## src/verilog/chanlink_frame_pkg.sv

```systemverilog
package chanlink_frame_pkg;

	////////////////////
	// frame sequencing

	// one state per kind of frame word
	typedef enum logic [2:0] {
		frm_idle,
		frm_data,
		frm_crc,
		frm_marker,
		frm_status,
		frm_last
	} frm_state_e;

	// fixed trailer words
	localparam logic [15:0] TRL_MARKER = 16'h700C;
	localparam logic [15:0] TRL_END    = 16'h7FFF;

	// crc-15 step over one 13-bit sample
	function automatic logic [14:0] crc15_d13(input logic [12:0] d, input logic [14:0] c);
		logic [14:0] n;
		n[0] = d[0] ^ c[2];
		// middle bits share one pattern
		for (int i = 1; i <= 12; i++) begin
			n[i] = d[i-1] ^ d[i] ^ c[i+1] ^ c[i+2];
		end
		n[13] = d[12] ^ c[14] ^ c[0];
		n[14] = c[1];
		return n;
	endfunction

endpackage

```

## src/verilog/chanlink_reg_pkg.sv

```systemverilog
package chanlink_reg_pkg;

	// register map
	localparam logic [7:0] ADDR_CTRL     = 8'h00;
	localparam logic [7:0] ADDR_STATUS   = 8'h04;
	localparam logic [7:0] ADDR_OVFL_CLR = 8'h08;

	// ctrl bits
	localparam int CTRL_EN_BIT   = 0;
	localparam int CTRL_WARN_BIT = 1;

	// status fields, counts are five bits wide
	localparam int STAT_L1A_LSB  = 0;
	localparam int STAT_EVT_LSB  = 8;
	localparam int STAT_CNT_W    = 5;
	localparam int STAT_OVFL_BIT = 16;

	// decoded bus operation
	typedef enum logic [2:0] {
		op_none,
		op_wr_ctrl,
		op_rd_ctrl,
		op_rd_status,
		op_clr_ovfl,
		op_bad
	} reg_op_e;

endpackage

```

## src/verilog/chanlink_cfg_decode.sv

```systemverilog
module chanlink_cfg_decode #(
	parameter int EVT_DEPTH_LOG2 = 6,
	parameter int L1A_DEPTH_LOG2 = 4
) (
	input  logic                      RCLK,
	input  logic                      RST_RESYNC,
	input  logic                      psel,
	input  logic                      penable,
	input  logic                      pwrite,
	input  logic [7:0]                paddr,
	input  logic [31:0]               pwdata,
	input  logic [L1A_DEPTH_LOG2:0]   l1a_count,
	input  logic [EVT_DEPTH_LOG2:0]   evt_count,
	input  logic                      evt_ovfl,
	output logic [31:0]               prdata,
	output logic                      pslverr,
	output logic                      rd_enable,
	output logic                      warn
);

	chanlink_reg_pkg::reg_op_e op;
	logic [1:0]  ctrl_q;
	logic        ovfl_q;
	logic [31:0] l1a_ext;
	logic [31:0] evt_ext;
	logic [31:0] status;

	// access phase only, no wait states
	always_comb begin
		op = chanlink_reg_pkg::op_none;
		if (psel && penable) begin
			case (paddr)
				chanlink_reg_pkg::ADDR_CTRL:
					op = pwrite ? chanlink_reg_pkg::op_wr_ctrl : chanlink_reg_pkg::op_rd_ctrl;
				chanlink_reg_pkg::ADDR_STATUS:
					op = pwrite ? chanlink_reg_pkg::op_bad : chanlink_reg_pkg::op_rd_status;
				chanlink_reg_pkg::ADDR_OVFL_CLR:
					op = pwrite ? chanlink_reg_pkg::op_clr_ovfl : chanlink_reg_pkg::op_bad;
				default:
					op = chanlink_reg_pkg::op_bad;
			endcase
		end
	end

	// status word from live buffer counts
	always_comb begin
		l1a_ext = 32'(l1a_count);
		evt_ext = 32'(evt_count);
		status = '0;
		status[chanlink_reg_pkg::STAT_L1A_LSB +: chanlink_reg_pkg::STAT_CNT_W] =
			l1a_ext[chanlink_reg_pkg::STAT_CNT_W-1:0];
		status[chanlink_reg_pkg::STAT_EVT_LSB +: chanlink_reg_pkg::STAT_CNT_W] =
			evt_ext[chanlink_reg_pkg::STAT_CNT_W-1:0];
		status[chanlink_reg_pkg::STAT_OVFL_BIT] = ovfl_q;
	end

	always_comb begin
		case (op)
			chanlink_reg_pkg::op_rd_ctrl:   prdata = 32'(ctrl_q);
			chanlink_reg_pkg::op_rd_status: prdata = status;
			default:                        prdata = '0;
		endcase
	end

	assign pslverr   = (op == chanlink_reg_pkg::op_bad);
	assign rd_enable = ctrl_q[chanlink_reg_pkg::CTRL_EN_BIT];
	assign warn      = ctrl_q[chanlink_reg_pkg::CTRL_WARN_BIT];

	always_ff @(posedge RCLK or posedge RST_RESYNC) begin
		if (RST_RESYNC) begin
			ctrl_q <= '0;
			ovfl_q <= 1'b0;
		end else begin
			if (op == chanlink_reg_pkg::op_wr_ctrl)
				ctrl_q <= pwdata[1:0];
			// a new overflow wins over a clear in the same cycle
			if (evt_ovfl)
				ovfl_q <= 1'b1;
			else if (op == chanlink_reg_pkg::op_clr_ovfl)
				ovfl_q <= 1'b0;
		end
	end

	// apb setup phase must come first
	a_apb_setup: assert property (@(posedge RCLK) disable iff (RST_RESYNC)
		penable |-> psel && $past(psel));

endmodule

```

## src/verilog/chanlink_sync_fifo.sv

```systemverilog
module chanlink_sync_fifo #(
	parameter int DW = 14,
	parameter int AW = 6
) (
	input  logic          RCLK,
	input  logic          RST_RESYNC,
	input  logic [DW-1:0] din,
	input  logic          push,
	input  logic          pop,
	output logic [DW-1:0] dout,
	output logic          empty,
	output logic [AW:0]   count,
	output logic          ovfl
);

	localparam int DEPTH = 1 << AW;

	logic [DW-1:0] mem [0:DEPTH-1];
	logic [AW-1:0] wr_ptr;
	logic [AW-1:0] rd_ptr;
	logic          full;
	logic          do_push;
	logic          do_pop;

	// count reaches DEPTH only when full
	assign full    = count[AW];
	assign empty   = (count == '0);
	assign do_push = push && !full;
	assign do_pop  = pop && !empty;

	// head is read every cycle, so dout follows a pop by one cycle
	always_ff @(posedge RCLK) begin
		if (do_push)
			mem[wr_ptr] <= din;
		dout <= mem[rd_ptr];
	end

	always_ff @(posedge RCLK or posedge RST_RESYNC) begin
		if (RST_RESYNC) begin
			wr_ptr <= '0;
			rd_ptr <= '0;
			count  <= '0;
			ovfl   <= 1'b0;
		end else begin
			if (do_push)
				wr_ptr <= wr_ptr + 1'b1;
			if (do_pop)
				rd_ptr <= rd_ptr + 1'b1;
			case ({do_push, do_pop})
				2'b10:   count <= count + 1'b1;
				2'b01:   count <= count - 1'b1;
				default: count <= count;
			endcase
			// dropped write
			ovfl <= push && full;
		end
	end

	a_no_underrun: assert property (@(posedge RCLK) disable iff (RST_RESYNC)
		pop |-> !empty);

endmodule

```

## src/verilog/chanlink_frame_seq.sv

```systemverilog
module chanlink_frame_seq (
	input  logic                           RCLK,
	input  logic                           RST_RESYNC,
	input  logic                           rd_enable,
	input  logic                           evt_empty,
	input  logic                           l1a_empty,
	input  logic                           evt_end_q,
	output logic                           evt_pop,
	output logic                           l1a_pop,
	output chanlink_frame_pkg::frm_state_e word_sel,
	output logic                           word_vld
);

	chanlink_frame_pkg::frm_state_e state;
	chanlink_frame_pkg::frm_state_e state_nxt;
	logic pop_d;
	logic evt_done;

	// evt_end_q only counts if it came from a pop of this event
	assign evt_done = pop_d && evt_end_q;
	assign word_sel = state;

	always_comb begin
		state_nxt = state;
		evt_pop   = 1'b0;
		l1a_pop   = 1'b0;
		word_vld  = 1'b0;
		case (state)
			chanlink_frame_pkg::frm_idle: begin
				if (rd_enable && !l1a_empty && !evt_empty)
					state_nxt = chanlink_frame_pkg::frm_data;
			end
			chanlink_frame_pkg::frm_data: begin
				if (evt_done) begin
					state_nxt = chanlink_frame_pkg::frm_crc;
				end else if (!evt_empty) begin
					// one sample per cycle and a hold while empty
					evt_pop  = 1'b1;
					word_vld = 1'b1;
				end
			end
			chanlink_frame_pkg::frm_crc: begin
				word_vld  = 1'b1;
				state_nxt = chanlink_frame_pkg::frm_marker;
			end
			chanlink_frame_pkg::frm_marker: begin
				word_vld  = 1'b1;
				state_nxt = chanlink_frame_pkg::frm_status;
			end
			chanlink_frame_pkg::frm_status: begin
				word_vld  = 1'b1;
				state_nxt = chanlink_frame_pkg::frm_last;
			end
			chanlink_frame_pkg::frm_last: begin
				// end of the event releases its trigger
				word_vld  = 1'b1;
				l1a_pop   = 1'b1;
				state_nxt = chanlink_frame_pkg::frm_idle;
			end
			default: begin
				state_nxt = chanlink_frame_pkg::frm_idle;
			end
		endcase
	end

	always_ff @(posedge RCLK or posedge RST_RESYNC) begin
		if (RST_RESYNC) begin
			state <= chanlink_frame_pkg::frm_idle;
			pop_d <= 1'b0;
		end else begin
			state <= state_nxt;
			pop_d <= evt_pop;
		end
	end

	// trigger released only while one is queued
	a_l1a_pop: assert property (@(posedge RCLK) disable iff (RST_RESYNC)
		l1a_pop |-> !l1a_empty);

endmodule

```

## src/verilog/chanlink_frame_fmt.sv

```systemverilog
module chanlink_frame_fmt #(
	parameter int L1A_DEPTH_LOG2 = 4
) (
	input  logic                           RCLK,
	input  logic                           RST_RESYNC,
	input  chanlink_frame_pkg::frm_state_e word_sel,
	input  logic                           word_vld,
	input  logic [11:0]                    sample,
	input  logic                           ovlp_q,
	input  logic [23:0]                    l1a_num_q,
	input  logic [L1A_DEPTH_LOG2:0]        l1a_count,
	input  logic                           warn,
	output logic [15:0]                    dout,
	output logic                           dvalid,
	output logic                           last_wrd
);

	chanlink_frame_pkg::frm_state_e sel_q;
	logic        vld_q;
	logic [14:0] crc;
	logic [4:0]  queued;
	logic [15:0] frame;

	////////////////////
	// align with fifo read

	always_ff @(posedge RCLK or posedge RST_RESYNC) begin
		if (RST_RESYNC)
			vld_q <= 1'b0;
		else
			vld_q <= word_vld;
	end

	always_ff @(posedge RCLK) begin
		sel_q <= word_sel;
	end

	////////////////////
	// crc and word select

	// crc restarts after every 7fff
	always_ff @(posedge RCLK or posedge RST_RESYNC) begin
		if (RST_RESYNC)
			crc <= '0;
		else if (vld_q && sel_q == chanlink_frame_pkg::frm_data)
			crc <= chanlink_frame_pkg::crc15_d13({1'b0, sample}, crc);
		else if (vld_q && sel_q == chanlink_frame_pkg::frm_last)
			crc <= '0;
	end

	// events still waiting behind the one being sent
	assign queued = 5'(l1a_count - 1'b1);

	always_comb begin
		case (sel_q)
			chanlink_frame_pkg::frm_crc:    frame = {1'b0, crc};
			chanlink_frame_pkg::frm_marker: frame = chanlink_frame_pkg::TRL_MARKER;
			chanlink_frame_pkg::frm_status: frame = {4'h7, l1a_num_q[5:0], queued, warn};
			chanlink_frame_pkg::frm_last:   frame = chanlink_frame_pkg::TRL_END;
			// data word, serial bit is always 0
			default:                        frame = {1'b0, ~ovlp_q, 2'b00, sample};
		endcase
	end

	////////////////////
	// output register

	always_ff @(posedge RCLK or posedge RST_RESYNC) begin
		if (RST_RESYNC) begin
			dvalid   <= 1'b0;
			last_wrd <= 1'b0;
		end else begin
			dvalid   <= vld_q;
			last_wrd <= vld_q && sel_q == chanlink_frame_pkg::frm_last;
		end
	end

	always_ff @(posedge RCLK) begin
		if (vld_q)
			dout <= frame;
	end

endmodule

```

## src/verilog/chanlink_top.sv

```systemverilog
module chanlink_top #(
	parameter int EVT_DEPTH_LOG2 = 6,
	parameter int L1A_DEPTH_LOG2 = 4
) (
	input  logic        RCLK,
	input  logic        RST_RESYNC,
	input  logic [11:0] wdata,
	input  logic        ovlp,
	input  logic        evt_end,
	input  logic        wren,
	input  logic [23:0] l1a_num,
	input  logic        l1a_push,
	input  logic        psel,
	input  logic        penable,
	input  logic        pwrite,
	input  logic [7:0]  paddr,
	input  logic [31:0] pwdata,
	output logic [31:0] prdata,
	output logic        pslverr,
	output logic [15:0] dout,
	output logic        dvalid,
	output logic        last_wrd
);

	// event buffer entry is {evt_end, ovlp, sample}
	logic [13:0]               evt_q;
	logic                      evt_empty;
	logic [EVT_DEPTH_LOG2:0]   evt_count;
	logic                      evt_ovfl;
	logic                      evt_pop;
	logic [23:0]               l1a_q;
	logic                      l1a_empty;
	logic [L1A_DEPTH_LOG2:0]   l1a_count;
	logic                      l1a_pop;
	logic                      rd_enable;
	logic                      warn;
	logic                      word_vld;
	chanlink_frame_pkg::frm_state_e word_sel;

	chanlink_sync_fifo #(.DW(14), .AW(EVT_DEPTH_LOG2)) evt_fifo (
		.RCLK(RCLK), .RST_RESYNC(RST_RESYNC),
		.din({evt_end, ovlp, wdata}), .push(wren), .pop(evt_pop),
		.dout(evt_q), .empty(evt_empty), .count(evt_count), .ovfl(evt_ovfl)
	);

	chanlink_sync_fifo #(.DW(24), .AW(L1A_DEPTH_LOG2)) l1a_fifo (
		.RCLK(RCLK), .RST_RESYNC(RST_RESYNC),
		.din(l1a_num), .push(l1a_push), .pop(l1a_pop),
		.dout(l1a_q), .empty(l1a_empty), .count(l1a_count), .ovfl()
	);

	chanlink_frame_seq frame_seq (
		.RCLK(RCLK), .RST_RESYNC(RST_RESYNC),
		.rd_enable(rd_enable), .evt_empty(evt_empty), .l1a_empty(l1a_empty),
		.evt_end_q(evt_q[13]), .evt_pop(evt_pop), .l1a_pop(l1a_pop),
		.word_sel(word_sel), .word_vld(word_vld)
	);

	chanlink_frame_fmt #(.L1A_DEPTH_LOG2(L1A_DEPTH_LOG2)) frame_fmt (
		.RCLK(RCLK), .RST_RESYNC(RST_RESYNC),
		.word_sel(word_sel), .word_vld(word_vld),
		.sample(evt_q[11:0]), .ovlp_q(evt_q[12]), .l1a_num_q(l1a_q),
		.l1a_count(l1a_count), .warn(warn),
		.dout(dout), .dvalid(dvalid), .last_wrd(last_wrd)
	);

	chanlink_cfg_decode #(
		.EVT_DEPTH_LOG2(EVT_DEPTH_LOG2),
		.L1A_DEPTH_LOG2(L1A_DEPTH_LOG2)
	) cfg_decode (
		.RCLK(RCLK), .RST_RESYNC(RST_RESYNC),
		.psel(psel), .penable(penable), .pwrite(pwrite),
		.paddr(paddr), .pwdata(pwdata),
		.l1a_count(l1a_count), .evt_count(evt_count), .evt_ovfl(evt_ovfl),
		.prdata(prdata), .pslverr(pslverr), .rd_enable(rd_enable), .warn(warn)
	);

endmodule

```

## config.mk

```make
export PLATFORM = sky130hd
export DESIGN_NAME = chanlink_top
export DESIGN_NICKNAME = d
export VERILOG_FILES = /design/src/verilog/chanlink_frame_pkg.sv /design/src/verilog/chanlink_reg_pkg.sv /design/src/verilog/chanlink_cfg_decode.sv /design/src/verilog/chanlink_sync_fifo.sv /design/src/verilog/chanlink_frame_seq.sv /design/src/verilog/chanlink_frame_fmt.sv /design/src/verilog/chanlink_top.sv
export SDC_FILE = /design/constraint.sdc
export NUM_CORES = 1
export LEC_CHECK = 0
export BUFFER_PORTS_ARGS = -buffer_cell sky130_fd_sc_hd__buf_2
export CAP_MARGIN = 20
export CORE_MARGIN = 3
export CORE_UTILIZATION = 57
export CTS_BUF_LIST = sky130_fd_sc_hd__clkbuf_8
export DETAILED_ROUTE_END_ITERATION = 10
export PLACE_DENSITY = 0.85
export REMOVE_ABC_BUFFERS = 1
export SLEW_MARGIN = 5
export SYNTH_ARGS = -nofsm -noshare
export SYNTH_HDL_FRONTEND = slang
export SYNTH_SLANG_ARGS = --single-unit
```

## constraint.sdc

```tcl
create_clock -name RCLK -period 2.85 [get_ports RCLK]
set_input_delay 0.285 -clock RCLK [delete_from_list [all_inputs] [get_ports RCLK]]
set_output_delay 0.285 -clock RCLK [all_outputs]
set_load 0.005 [all_outputs]
```

Yosys cells after proc, flatten, opt, wreduce, memory -nomap -nowiden
Memories as Yosys holds them, arrays and structs flattened. A register that Yosys moved wholly into a read port is not among the register bits.
Index checks and enable logic that the tools add are counted.
{ "word_totals": {"register_bits": 77, "ram_bits": 1280, "elab_cells": 138, "mem_count": 2} }
{ "memory_table": {"columns": ["memory", "words", "width", "rd", "rd_ports_with_merged_regs", "write_ports", "line_no", "rtl"], "rows": [
  ["evt_fifo.mem", 64, 14, 1, 1, 1, "chanlink_sync_fifo.sv:18", "logic [DW-1:0] mem [0:DEPTH-1];"],
  ["l1a_fifo.mem", 16, 24, 1, 1, 1, "chanlink_sync_fifo.sv:18", null]
]} }
{ "classes": {"addsub": 8, "n_eq_ne": 23, "n_mux": 25, "bitwise": 38, "reduce_logical": 25} }
{ "op_table": {"columns": ["cell", "n"], "rows": [
  ["15-bit one-hot mux with 4 select lines", 1],
  ["1-bit bitwise XOR", 37],
  ["17-bit one-hot mux with 2 select lines", 1],
  ["15-bit two-way mux", 2],
  ["3-bit by 2-bit equality test with 1-bit output (second input constant)", 6],
  ["3-bit equality test (second input constant)", 6],
  ["3-bit one-hot mux with 5 select lines", 1],
  ["7-bit one-hot mux with 2 select lines", 1],
  ["6-bit by 1-bit adder with 6-bit output (second input constant)", 2],
  ["3-bit two-way mux", 4],
  ["1-bit logical AND", 11],
  ["1-bit two-way mux", 11],
  ["5-bit one-hot mux with 2 select lines", 1],
  ["3-bit by 1-bit equality test with 1-bit output (second input constant)", 3],
  ["3-bit one-hot mux with 3 select lines", 1],
  ["4-bit by 1-bit adder with 4-bit output (second input constant)", 2],
  ["8-bit by 3-bit equality test with 1-bit output (second input constant)", 1],
  ["8-bit by 4-bit equality test with 1-bit output (second input constant)", 1],
  ["8-bit zero test", 1],
  ["2-bit nonzero test", 4],
  ["7-bit by 1-bit adder with 7-bit output (second input constant)", 1],
  ["7-bit zero test", 1],
  ["7-bit by 1-bit subtractor with 7-bit output (second input constant)", 1],
  ["5-bit by 1-bit adder with 5-bit output (second input constant)", 1],
  ["other kinds (12)", 18]
]} }

Logic depth before layout (Yosys ltp)
Gate-level depths: netlist of run 1.
{ "logic_depth": {"word_depth": 7, "mapped_depth": 11} }

Cells and area by module
Synthesis of run 1 repeated with hierarchy kept, for this count alone.
{ "hier_totals": {"hier_cells": 2773, "area_unflattened_um2": 54912.7} }
{ "modules_own_cells": {"columns": ["module", "n_inst", "cells_per_inst", "area_each_um2", "seq_area_each_um2"], "rows": [
  ["chanlink_sync_fifo (evt_fifo)", 1, 1713, 36084.6, 27686.6],
  ["chanlink_sync_fifo (l1a_fifo)", 1, 806, 16138.0, 12361.9],
  ["chanlink_frame_fmt", 1, 175, 1999.4, 960.9],
  ["chanlink_cfg_decode", 1, 58, 470.5, 75.1],
  ["chanlink_frame_seq", 1, 21, 220.2, 100.1]
]} }

Least setup slack after synthesis of run 1
Ideal clock, no wire load.
{ "synth_timing": {"path_kind": "reg-to-reg", "startpoint": "register evt_fifo.count[0]", "endpoint": "register evt_fifo.count[6]", "t_arrival_ns": 2.742, "required_time_ns": 2.771, "slack_ns": 0.029, "path_stages_with_launch": 11, "path_buffers": 0, "cell_sequence": "dfrtp_1 or4_1 nor4_2 nor3_2 ha_1 ha_1 nor2b_1 o21a_1 o21a_1 o211ai_1 xor2_1"} }
{ "synth_between": {"elab_chain_len": 7, "elab_cells_between_ends": 12, "classes_between": "2 x add/sub; 2 x eq/ne; 4 x mux; 4 x reduce/logical"} }
{ "synth_lines": {"columns": ["item", "line_no", "rtl"], "rows": [
  ["from (decl)", "chanlink_sync_fifo.sv:12", "output logic [AW:0] count,"],
  ["from (signal assigned)", "chanlink_sync_fifo.sv:50", "2'b10: count <= count + 1'b1;"],
  ["from (signal assigned)", "chanlink_sync_fifo.sv:51", "2'b01: count <= count - 1'b1;"],
  ["from (signal assigned)", "chanlink_sync_fifo.sv:52", "default: count <= count;"],
  ["7-bit zero test *", "chanlink_sync_fifo.sv:27", "assign empty = (count == '0);"],
  ["1-bit two-way mux", "chanlink_frame_seq.sv:36", "end else if (!evt_empty) begin"],
  ["1-bit two-way mux", "chanlink_frame_seq.sv:34", "if (evt_done) begin"],
  ["1-bit two-way mux", "chanlink_frame_seq.sv:28", "case (state)"],
  ["1-bit logical AND *", "chanlink_sync_fifo.sv:29", "assign do_pop = pop && !empty;"],
  ["net evt_fifo.do_pop", "chanlink_sync_fifo.sv:23", "logic do_pop;"],
  ["2-bit by 1-bit equality test with 1-bit output or 2-bit equality test (tied branches)", "chanlink_sync_fifo.sv:49", "case ({do_push, do_pop})"],
  ["7-bit one-hot mux with 2 select lines or 2-bit nonzero test (tied branches)", null, null]
]} }
The timed path passes the listed nets; every way through them passes the cells marked *.
A chain may end at the register's enable or synchronous reset.

==> flow_summary.json, run 1 <==
{
  "tightest_slew_ns": 0.804,
  "area_growth_pct": 13.1,
  "setup_viol": 0,
  "clock_skew_ns": 0.0420,
  "ctsRootBufferMaster": "clkbuf_8",
  "core_area_um2": 73700,
  "avgSynthCellArea_um2": 19.6,
  "powerDensity_nw_per_um2": 899,
  "synth.area.top_cells": "edfxtp_1 71%, mux4_2 10%, mux2i_1 3.8%",
  "post-dp-hpwl_um": 60500,
  "clk_path_buf_depth": 3,
  "dr.first_iter.drc_count": 3018,
  "drive_gt1_share_pct": 25.7,
  "crit_start": "evt_fifo.rd_ptr[0]",
  "final_cells": 3594,
  "final-hold-violation-count": 0,
  "end_kind": "flip-flop",
  "dp_cells": 3277,
  "post_cts_buffers": 0,
  "max_stage_delay_ns": 0.52,
  "grtUsageMet3_pct": 6.71,
  "setup-tns-final_ns": 0,
  "crit_slowest_cell": "a211oi_2",
  "yosysTopAreaCell": "edfxtp_1",
  "leakage_nw": 16.6,
  "yosys.cell_types.count": 58,
  "ant_nets": 0,
  "final-max-slew-violation-count": 0,
  "slew_headroom_pct": 46.4,
  "insertion_delay_ns": 0.84,
  "max_freq_mhz": 355,
  "synth_edf_count": 1007,
  "busiest_layer": "met2",
  "first_global_vias": 23212,
  "htree_num_levels": 4,
  "critical_path_class": "flip-flop to flip-flop",
  "groute.layer.met2.usage_pct": 39.8,
  "worst_ep_required_time_ns": 3.58,
  "path_cells": "buf_12 > buf_4 > mux2i_1 > o22ai_1 > a211oi_2 > a22oi_1 > and3_1",
  "fin_nets": 2608,
  "drv_cap": 0,
  "cp.arrival_ns": 3.55,
  "critPathMaxFanout": 36,
  "place_congestion": 0.942,
  "std_cell_rows": 99,
  "yosys_warnings": 0,
  "die_area_um2": 78500,
  "die_w_um": 280,
  "fin_area_um2": 48500,
  "worstHoldStart": "evt_end",
  "path_delay_family": "compound AO/OA/AOI/OAI gates",
  "syn_inst": 2187,
  "clk_pin_slew_ns": 0.07,
  "grt_max_degree": 65,
  "first_pass_iters": 6,
  "hold_path.class": "input pin to flip-flop",
  "io_buffer_count": 65,
  "gr-total-overflow": 0,
  "routed_via_density": 6.35,
  "cts_sinks": 1088,
  "async_reset_ff_share_pct": 5.33,
  "die_y_um": 280,
  "syn_area_um2": 42800,
  "grtUsageMet1_pct": 34.1,
  "period_share_pct": 98.9,
  "cts_made_buffers": 161,
  "synth_seq_cells": 1088,
  "synthFlopType": "edfxtp_1",
  "wl_per_cell_um": 27.3,
  "grt_usage_pct": 25.4,
  "rsz0062_at_grt": "false",
  "final_util_pct": 65.8,
  "vias": 22820,
  "io_pins": 136,
  "crit_buf_inv": 2,
  "yosysTopAreaCellShare_pct": 70.6,
  "start_kind": "flip-flop",
  "finalWirelength_um": 98100,
  "cts_tree": "done",
  "initial_core_util_pct": 58.1,
  "drc": 0,
  "grt_pass1_wl_um": 146000,
  "antenna_found_initial": 1,
  "ir_drop_mv": 0.560,
  "synthTopCellsByCount": "1007 x edfxtp_1, 198 x mux4_2, 162 x mux2i_1, 97 x nor2_1, 58 x dfrtp_1",
  "rr_startpoint": "evt_fifo.rd_ptr[0]",
  "ys_seq_area_share_pct": 75.1,
  "yosysMostFrequentCell": "edfxtp_1",
  "fin_crit_ns": 2.82,
  "placed_cell_area_um2": 45200,
  "status": "finished, final reports clean"
}
layer usage:
layer / part of all wire [%] / vias up / wire length (um)
met5: 0 / - / 0
met4: 4.1 / 0 / 4050
met3: 12 / 265 / 11700
met2: 48 / 1558 / 47400
met1: 36 / 11469 / 34900
li1: - / 9528 / -
state kept, by name, indices dropped and copies added (netlist names):
| name | cells |
|---|---|
| evt_fifo.mem | 896 |
| l1a_fifo.mem | 96 |
| frame_fmt.crc | 15 |
| frame_fmt.dout | 15 |
| evt_fifo.dout | 14 |
| evt_fifo.count | 7 |
| evt_fifo.rd_ptr | 6 |
| evt_fifo.wr_ptr | 6 |
| l1a_fifo.dout | 6 |
| l1a_fifo.count | 5 |
| l1a_fifo.rd_ptr | 4 |
| l1a_fifo.wr_ptr | 4 |
| frame_fmt.sel_q | 3 |
| frame_seq.word_sel | 3 |
| cfg_decode.ctrl_q | 2 |
| cfg_decode.ovfl_q | 1 |
| evt_fifo.ovfl | 1 |
| frame_fmt.dvalid | 1 |
| frame_fmt.last_wrd | 1 |
| frame_fmt.vld_q | 1 |
| frame_seq.pop_d | 1 |
stage by stage:
stage	power, mW	hold slack [ns]	setup slack (ns)
detailed placement	31.9	0.374	-0.0197
global placement	31.4	0.367	0.00282
floorplan	25.7	0.384	-7.83
finish	43.6	0.0469	0.0323
global route	45.2	0.0432	0.000658
CTS	43.6	0.00492	0.0334
path summary, 6_finish.rpt:
path	slack [ns]	depth (start not counted)	endpoint
max in group asynchronous	2.08	4	evt_fifo.count[5]
min in group asynchronous	0.07	3	l1a_fifo.rd_ptr[2]
min	0.05	1	evt_fifo.mem[19][13]
min reg2reg	0.43	1	cfg_decode.ovfl_q
max	0.03	7	evt_fifo.dout[0]
max reg2reg	0.03	7	evt_fifo.dout[0]
what timing repair did:
action                     4_1_cts  5_1_grt
gates resized for setup          1        4
hold buffers                    23        0
pin swaps                        0        2
setup endpoints to repair        1        4
hold endpoints to repair       433        0
report_power, final:
group	total (mW)	internal (mW)	leakage, nW	switching, mW
combinational	12.5	5.66	4.84	6.81
sequential	19.5	18.5	9.99	0.929
clock	11.7	5.87	1.74	5.79
layout make-up:
type,count,area [um2]
Multi-Input combinational cell,968,9950
Clock inverter,123,673
Fill cell,4409,25200
Inverter,14,52.6
Sequential cell,1088,32200
Clock buffer,168,2310
Timing Repair Buffer,273,2110
Antenna cell,1,2.50
Tap cell,959,1200
cell families (layout without fill, tap and decap cells):
kind of cell | after synthesis | after routing | share of synthesized area, %
DFF | 1088 | 1088 | 75.1
muxes | 372 | 372 | 14.5
and+or+nand+nor | 280 | 280 | 3.22
AOI/OAI and AO/OA | 224 | 224 | 3.62
buffers and inverters | 152 | 578 | 1.98
xor gates and xnor gates | 53 | 53 | 1.08
adders and majority gates | 17 | 17 | 0.514
other | 1 | 23 | 0.00876
placed cells by master (no fill, tap or decap), types with 15 or more instances in the layout:
cell / synthesis / final
buf_2: 26 / 65
o22ai_1: 56 / 56
nor2b_1: 22 / 21
ha_1: 16 / 15
conb_1: 1 / 22
mux4_2: 198 / 198
a211oi_1: 36 / 35
buf_4: 35 / 172
clkinv_1: 0 / 34
o31ai_1: 27 / 27
o221ai_1: 16 / 16
nand2_1: 54 / 54
edfxtp_1: 1007 / 1007
dfrtp_1: 58 / 55
nor2_1: 97 / 97
clkbuf_8: 0 / 168
dfxtp_1: 23 / 23
nor3_1: 22 / 22
xnor2_1: 42 / 42
dlygate4sd3_1: 0 / 23
mux2i_1: 162 / 162
a21oi_1: 30 / 29
inv_1: 14 / 71
Note: power is estimated with default switching activity, not from simulation.
==> inputs of run 2 (changes only) <==
CORE_UTILIZATION = 40   (was 57)
PLACE_DENSITY = 0.65   (was 0.85)
==> flow_summary.json, run 2 (synthesis gave the netlist of run 1 again) <==
{
  "hold_path.class": "input pin to flip-flop",
  "setup_viol": 0,
  "fin_crit_ns": 2.72,
  "drv_cap": 0,
  "io_buffer_count": 65,
  "grt_pass1_wl_um": 150000,
  "dr.first_iter.drc_count": 2359,
  "reg2regPathDepth": 10,
  "insertion_delay_ns": 0.83,
  "largest_register_ffs": 896,
  "drive_gt1_share_pct": 27.8,
  "worstHoldStart": "wdata[6]",
  "io_pins": 136,
  "cts_made_buffers": 169,
  "initial_core_util_pct": 40.5,
  "grt_max_degree": 65,
  "rrSetupSlack_ns": 0.13,
  "hold_path_depth": 2,
  "rsz0062_at_grt": "false",
  "antenna_cells": 0,
  "routed_via_density": 5.47,
  "ctsRootBufferMaster": "clkbuf_8",
  "tightest_slew_ns": 1.12,
  "ant_nets": 0,
  "core_area_um2": 106000,
  "leakage_nw": 16.9,
  "start_kind": "flip-flop",
  "cts_sinks": 1088,
  "multi_input_comb_area_um2": 9970,
  "die_area_um2": 111000,
  "first_pass_iters": 5,
  "drc": 0,
  "slew_headroom_pct": 25.5,
  "worst_ep_required_time_ns": 3.58,
  "hold_path_end": "evt_fifo.mem[50][6]",
  "period_share_pct": 95.6,
  "final-hold-violation-count": 0,
  "pre_cts_ws_ns": -0.0145,
  "gr-total-overflow": 0,
  "first_global_vias": 23039,
  "clk_pin_slew_ns": 0.06,
  "final_cell_mix": "1007 x edfxtp_1, 225 x buf_4, 198 x mux4_2",
  "place_congestion": 0.864,
  "cp.arrival_ns": 3.45,
  "antenna_found_initial": 0,
  "vias": 22432,
  "end_kind": "flip-flop",
  "grt_usage_pct": 18.1,
  "powerDensity_nw_per_um2": 904,
  "cts_tree": "done",
  "seq_area_um2": 32200,
  "ir_drop_mv": 0.547,
  "clk_path_buf_depth": 3,
  "finalWirelength_um": 101000,
  "die_w_um": 333,
  "final_common_cell": "edfxtp_1",
  "critPathMaxFanout": 4,
  "rr_startpoint": "evt_fifo.count[6]",
  "regMostFlops": "evt_fifo.mem",
  "area_growth_pct": 16.1,
  "n_fill_cell": 8792,
  "clock_skew_ns": 0.0514,
  "max_freq_mhz": 367,
  "fin_ws_ns": 0.125,
  "wl_per_cell_um": 24.5,
  "timing.rr.end": "evt_fifo.count[6]",
  "final-max-slew-violation-count": 0,
  "status": "finished, final reports clean",
  "post-dp-hpwl_um": 63500,
  "std_cell_rows": 119,
  "critical_path_class": "flip-flop to flip-flop",
  "top_regs": "evt_fifo.mem x896, l1a_fifo.mem x96",
  "htree_num_levels": 4,
  "die_y_um": 333,
  "fin_nets": 2674,
  "final_util_pct": 47.0
}
-- run 2: cell count changes in the layout (fill, tap and decap cells not counted), sizes merged --
cell      change
clkbuf        +7
inv           -3
clkinv        +9
diode         -1
bufinv        +1
clkinvlp      +3
buf          +58
-- run 2: area by class of cell --
cell class | count | area share [%]
clock inverter | 133 | 1.56
timing repair buffer | 331 | 5.24
tap | 1391 | 3.50
clock buffer | 175 | 4.84
multi-input combinational | 968 | 20.1
sequential | 1088 | 64.7
inverter | 14 | 0.111
-- run 2: layer usage --
metal,track usage [%],wire [um],up-vias
li1,-,-,9657
met1,25.8,42700,11641
met2,28.0,47200,960
met3,3.86,8040,174
met4,5.92,2750,0
met5,0,0,-
-- run 2: stage by stage --
step | power (mW) | cell area (um2) | hold slack, ns | setup TNS, ns | cells
2_1_floorplan | 25.7 | 42100 | 0.384 | -146.06 | 2070
3_3_place_gp | 32.6 | 46200 | 0.399 | 0 | 3767
3_5_place_dp | 32.9 | 46200 | 0.422 | -0.0145 | 3767
4_1_cts | 45.2 | 49700 | 0.0983 | 0 | 4098
5_1_grt | 47.0 | 49700 | 0.135 | 0 | 4100
6_report | 44.9 | 49700 | 0.162 | 0 | 4100
-- run 2: timing repair --
item	in CTS	in global routing
pin swaps	9	7
buffers inserted	1	1
hold endpoints to repair	332	0
hold buffers	23	0
resized for setup	7	2
endpoints found under the setup margin	1	1
-- run 2: power breakdown --
group | internal (mW) | switching (mW)
clock | 6.23 | 6.02
sequential | 18.5 | 0.947
combinational | 6.18 | 7.02
total | 30.9 | 14.0
-- run 2: worst max-delay path, cell delays in order (launching register included) --
cell and delay [ns]:
dfrtp_1 0.38, or4_4 0.56, nor4_4 0.19, nor3_2 0.11
ha_4 0.20, ha_4 0.23, nor2b_1 0.14, o21a_1 0.22
o21a_1 0.22, o211ai_1 0.24, xor2_1 0.17
-- run 2: worst max path at each step --
stage	start	end	cells past startpoint
2_1_floorplan	evt_fifo.rd_ptr[0]	evt_fifo.dout[6]	5
3_3_place_gp	evt_fifo.count[1]	evt_fifo.count[6]	10
3_5_place_dp	evt_fifo.count[1]	evt_fifo.count[6]	12
4_1_cts	evt_fifo.count[2]	evt_fifo.count[6]	10
5_1_grt	evt_fifo.count[6]	evt_fifo.count[6]	10
6_report	evt_fifo.count[6]	evt_fifo.count[6]	10
==> inputs of run 3 (changes only) <==
ABC_AREA = 1   (was not set)
==> flow_summary.json, run 3 <==
{
  "status": "finished, final reports clean",
  "period_share_pct": 86.8,
  "insertion_delay_ns": 0.86,
  "gr-total-overflow": 0,
  "cts_resized": 0,
  "hold_path.class": "input pin to asynchronous set/reset pin",
  "drc": 0,
  "io_pins": 136,
  "yosys_warnings": 0,
  "fin_area_um2": 52000,
  "yosysTopAreaCell": "edfxtp_1",
  "clk_pin_slew_ns": 0.06,
  "std_cell_rows": 123,
  "pre_cts_ws_ns": 0.396,
  "ir_drop_mv": 0.917,
  "io_buffer_count": 65,
  "clk_path_buf_depth": 3,
  "wl_per_cell_um": 18.5,
  "placed_cell_area_um2": 48400,
  "leakage_nw": 20.5,
  "dr.first_iter.drc_count": 2686,
  "cts_sinks": 1088,
  "syn_area_um2": 45900,
  "place_congestion": 0.855,
  "critical_path_class": "flip-flop to flip-flop",
  "post_cts_buffers": 0,
  "core_area_um2": 113000,
  "crit_start": "frame_seq.word_sel[1]",
  "max_stage_delay_ns": 0.43,
  "cp.arrival_ns": 3.21,
  "path_delay_family": "adder cells",
  "worst_ep_required_time_ns": 3.59,
  "final-max-slew-violation-count": 0,
  "synthFlopType": "edfxtp_1",
  "fin_nets": 4515,
  "grt_usage_pct": 18.7,
  "final_util_pct": 45.9,
  "synth_seq_cells": 1088,
  "top_regs": "evt_fifo.mem x896, l1a_fifo.mem x96",
  "cts_made_buffers": 175,
  "setup_viol": 0,
  "clock_skew_ns": 0.0606,
  "first_pass_iters": 6,
  "n_fill_cell": 10198,
  "vias": 30283,
  "async_reset_ff_share_pct": 5.33,
  "rsz0062_at_grt": "false",
  "setup-tns-final_ns": 0,
  "end_kind": "flip-flop",
  "critPathMaxFanout": 7,
  "fin_ws_ns": 0.378,
  "grt_pass1_wl_um": 170000,
  "drv_cap": 0,
  "synth_edf_count": 1007,
  "routed_via_density": 5.00,
  "ant_nets": 0,
  "post-dp-hpwl_um": 65300,
  "grt_max_degree": 111,
  "htree_num_levels": 4,
  "yosysTopAreaCellShare_pct": 65.8,
  "initial_core_util_pct": 40.6,
  "syn_inst": 4211,
  "tightest_slew_ns": 1.05,
  "yosys.cell_types.count": 37,
  "die_area_um2": 119000,
  "finalWirelength_um": 112000,
  "final-hold-violation-count": 0,
  "fin_crit_ns": 2.47,
  "largest_register_ffs": 896,
  "avgSynthCellArea_um2": 10.9,
  "die_y_um": 345,
  "final_common_cell": "nand2_1",
  "start_kind": "flip-flop",
  "die_w_um": 345,
  "crit_slowest_cell": "dfrtp_1",
  "synthTopCellsByCount": "1320 x nand2_1, 1007 x edfxtp_1, 515 x nand3_1, 347 x inv_1, 319 x nor2_1",
  "final_cells": 6054,
  "powerDensity_nw_per_um2": 935,
  "antenna_found_initial": 2,
  "timing.rr.end": "evt_fifo.count[6]",
  "yosysMostFrequentCell": "nand2_1",
  "rr_startpoint": "frame_seq.word_sel[1]",
  "cts_tree": "done",
  "reg2regPathDepth": 14,
  "rrSetupSlack_ns": 0.38,
  "max_freq_mhz": 404,
  "drive_gt1_share_pct": 9.73,
  "area_growth_pct": 13.2,
  "final_cell_mix": "1319 x nand2_1, 1007 x edfxtp_1, 515 x nand3_1",
  "synth.area.top_cells": "edfxtp_1 66%, nand2_1 11%, nand3_1 5.6%",
  "slew_headroom_pct": 29.9,
  "dp_cells": 5707,
  "ys_seq_area_share_pct": 70.0,
  "regMostFlops": "evt_fifo.mem",
  "crit_buf_inv": 3,
  "path_cells": "inv_2 > nand2_1 > a21oi_1 > nand2_1 > nor2_2 > ha_1 > inv_1 > fa_1 > inv_1 > nand4_1 > nand3_1 > xor2_1 > nand2_1 > o21ai_0",
  "holdBufCountCts": 29,
  "cpMostUsedCell": "nand2_1",
  "first_global_vias": 29057,
  "ctsRootBufferMaster": "clkbuf_8"
}
## run 3: changes by cell type after synthesis, moves of 53 or more
cell and change:
mux2i_1 -162, nor2_1 +222, inv_1 +333, nand3_1 +503
mux4_2 -198, buf_2 +99, o22ai_1 -53, o21ai_0 +109
nand2_1 +1266, o211ai_1 +69
## run 3: final cells by class
| type | instances | area (um2) | area share (%) |
|---|---|---|---|
| flip-flops and latches | 1088 | 32200 | 61.8 |
| diodes | 2 | 5.00 | 0.00962 |
| repair buffers | 238 | 2030 | 3.91 |
| clock inverters | 139 | 836 | 1.61 |
| clock buffers | 177 | 2440 | 4.68 |
| inverters | 354 | 1340 | 2.58 |
| multi-input cells | 2556 | 11300 | 21.8 |
| well taps | 1500 | 1880 | 3.61 |
## run 3: metrics by stage
step / hold WS (ns) / total power, mW
after floorplan: 0.384 / 27.6
after global placement: 0.421 / 36.1
after detailed placement: 0.428 / 36.3
after CTS: 0.0413 / 48.9
after global routing: 0.111 / 51.5
final: 0.115 / 48.6
## run 3: where the power goes
group	total, mW	internal, mW	switching [mW]	leakage (nW)
clock network	12.6	6.34	6.23	1.90
logic	16.7	5.03	11.7	8.60
registers	19.4	18.6	0.807	9.97
## run 3: worst max-delay path by stage
| stage | endpoint | slack, ns | cells past startpoint |
|---|---|---|---|
| after CTS | evt_fifo.count[6] | 0.38 | 14 |
| after detailed placement | evt_fifo.count[6] | 0.40 | 14 |
| final | evt_fifo.count[6] | 0.38 | 14 |
| after floorplan | evt_fifo.dout[0] | -15.10 | 9 |
| after global routing | evt_fifo.count[6] | 0.11 | 14 |
| after global placement | evt_fifo.count[3] | 0.44 | 11 |
## run 3: metal layers
metal / global-route usage, % / wire [um] / vias to the layer above
met4: 6.48 / 2850 / 0
met5: 0 / 0 / -
met1: 24.9 / 46800 / 14538
met3: 3.11 / 7920 / 189
li1: - / - / 14539
met2: 31.1 / 54400 / 1017
## run 3: tightest hold or removal path: cells and delay by family
family                 cells  cell delay, ns
buffers and inverters      3            1.15
## run 3: cell families (layout without fill, tap and decap cells)
group	Yosys count	after routing	share of synthesized area [%]
AND/OR/NAND/NOR	2185	2185	19.4
flip-flops	1088	1088	70.0
adder cells (fa/ha/maj)	17	17	0.479
buffers and inverters	588	908	5.59
AO/OA/AOI/OAI	272	272	3.41
XOR/XNOR	60	60	1.14
other	1	24	0.00816
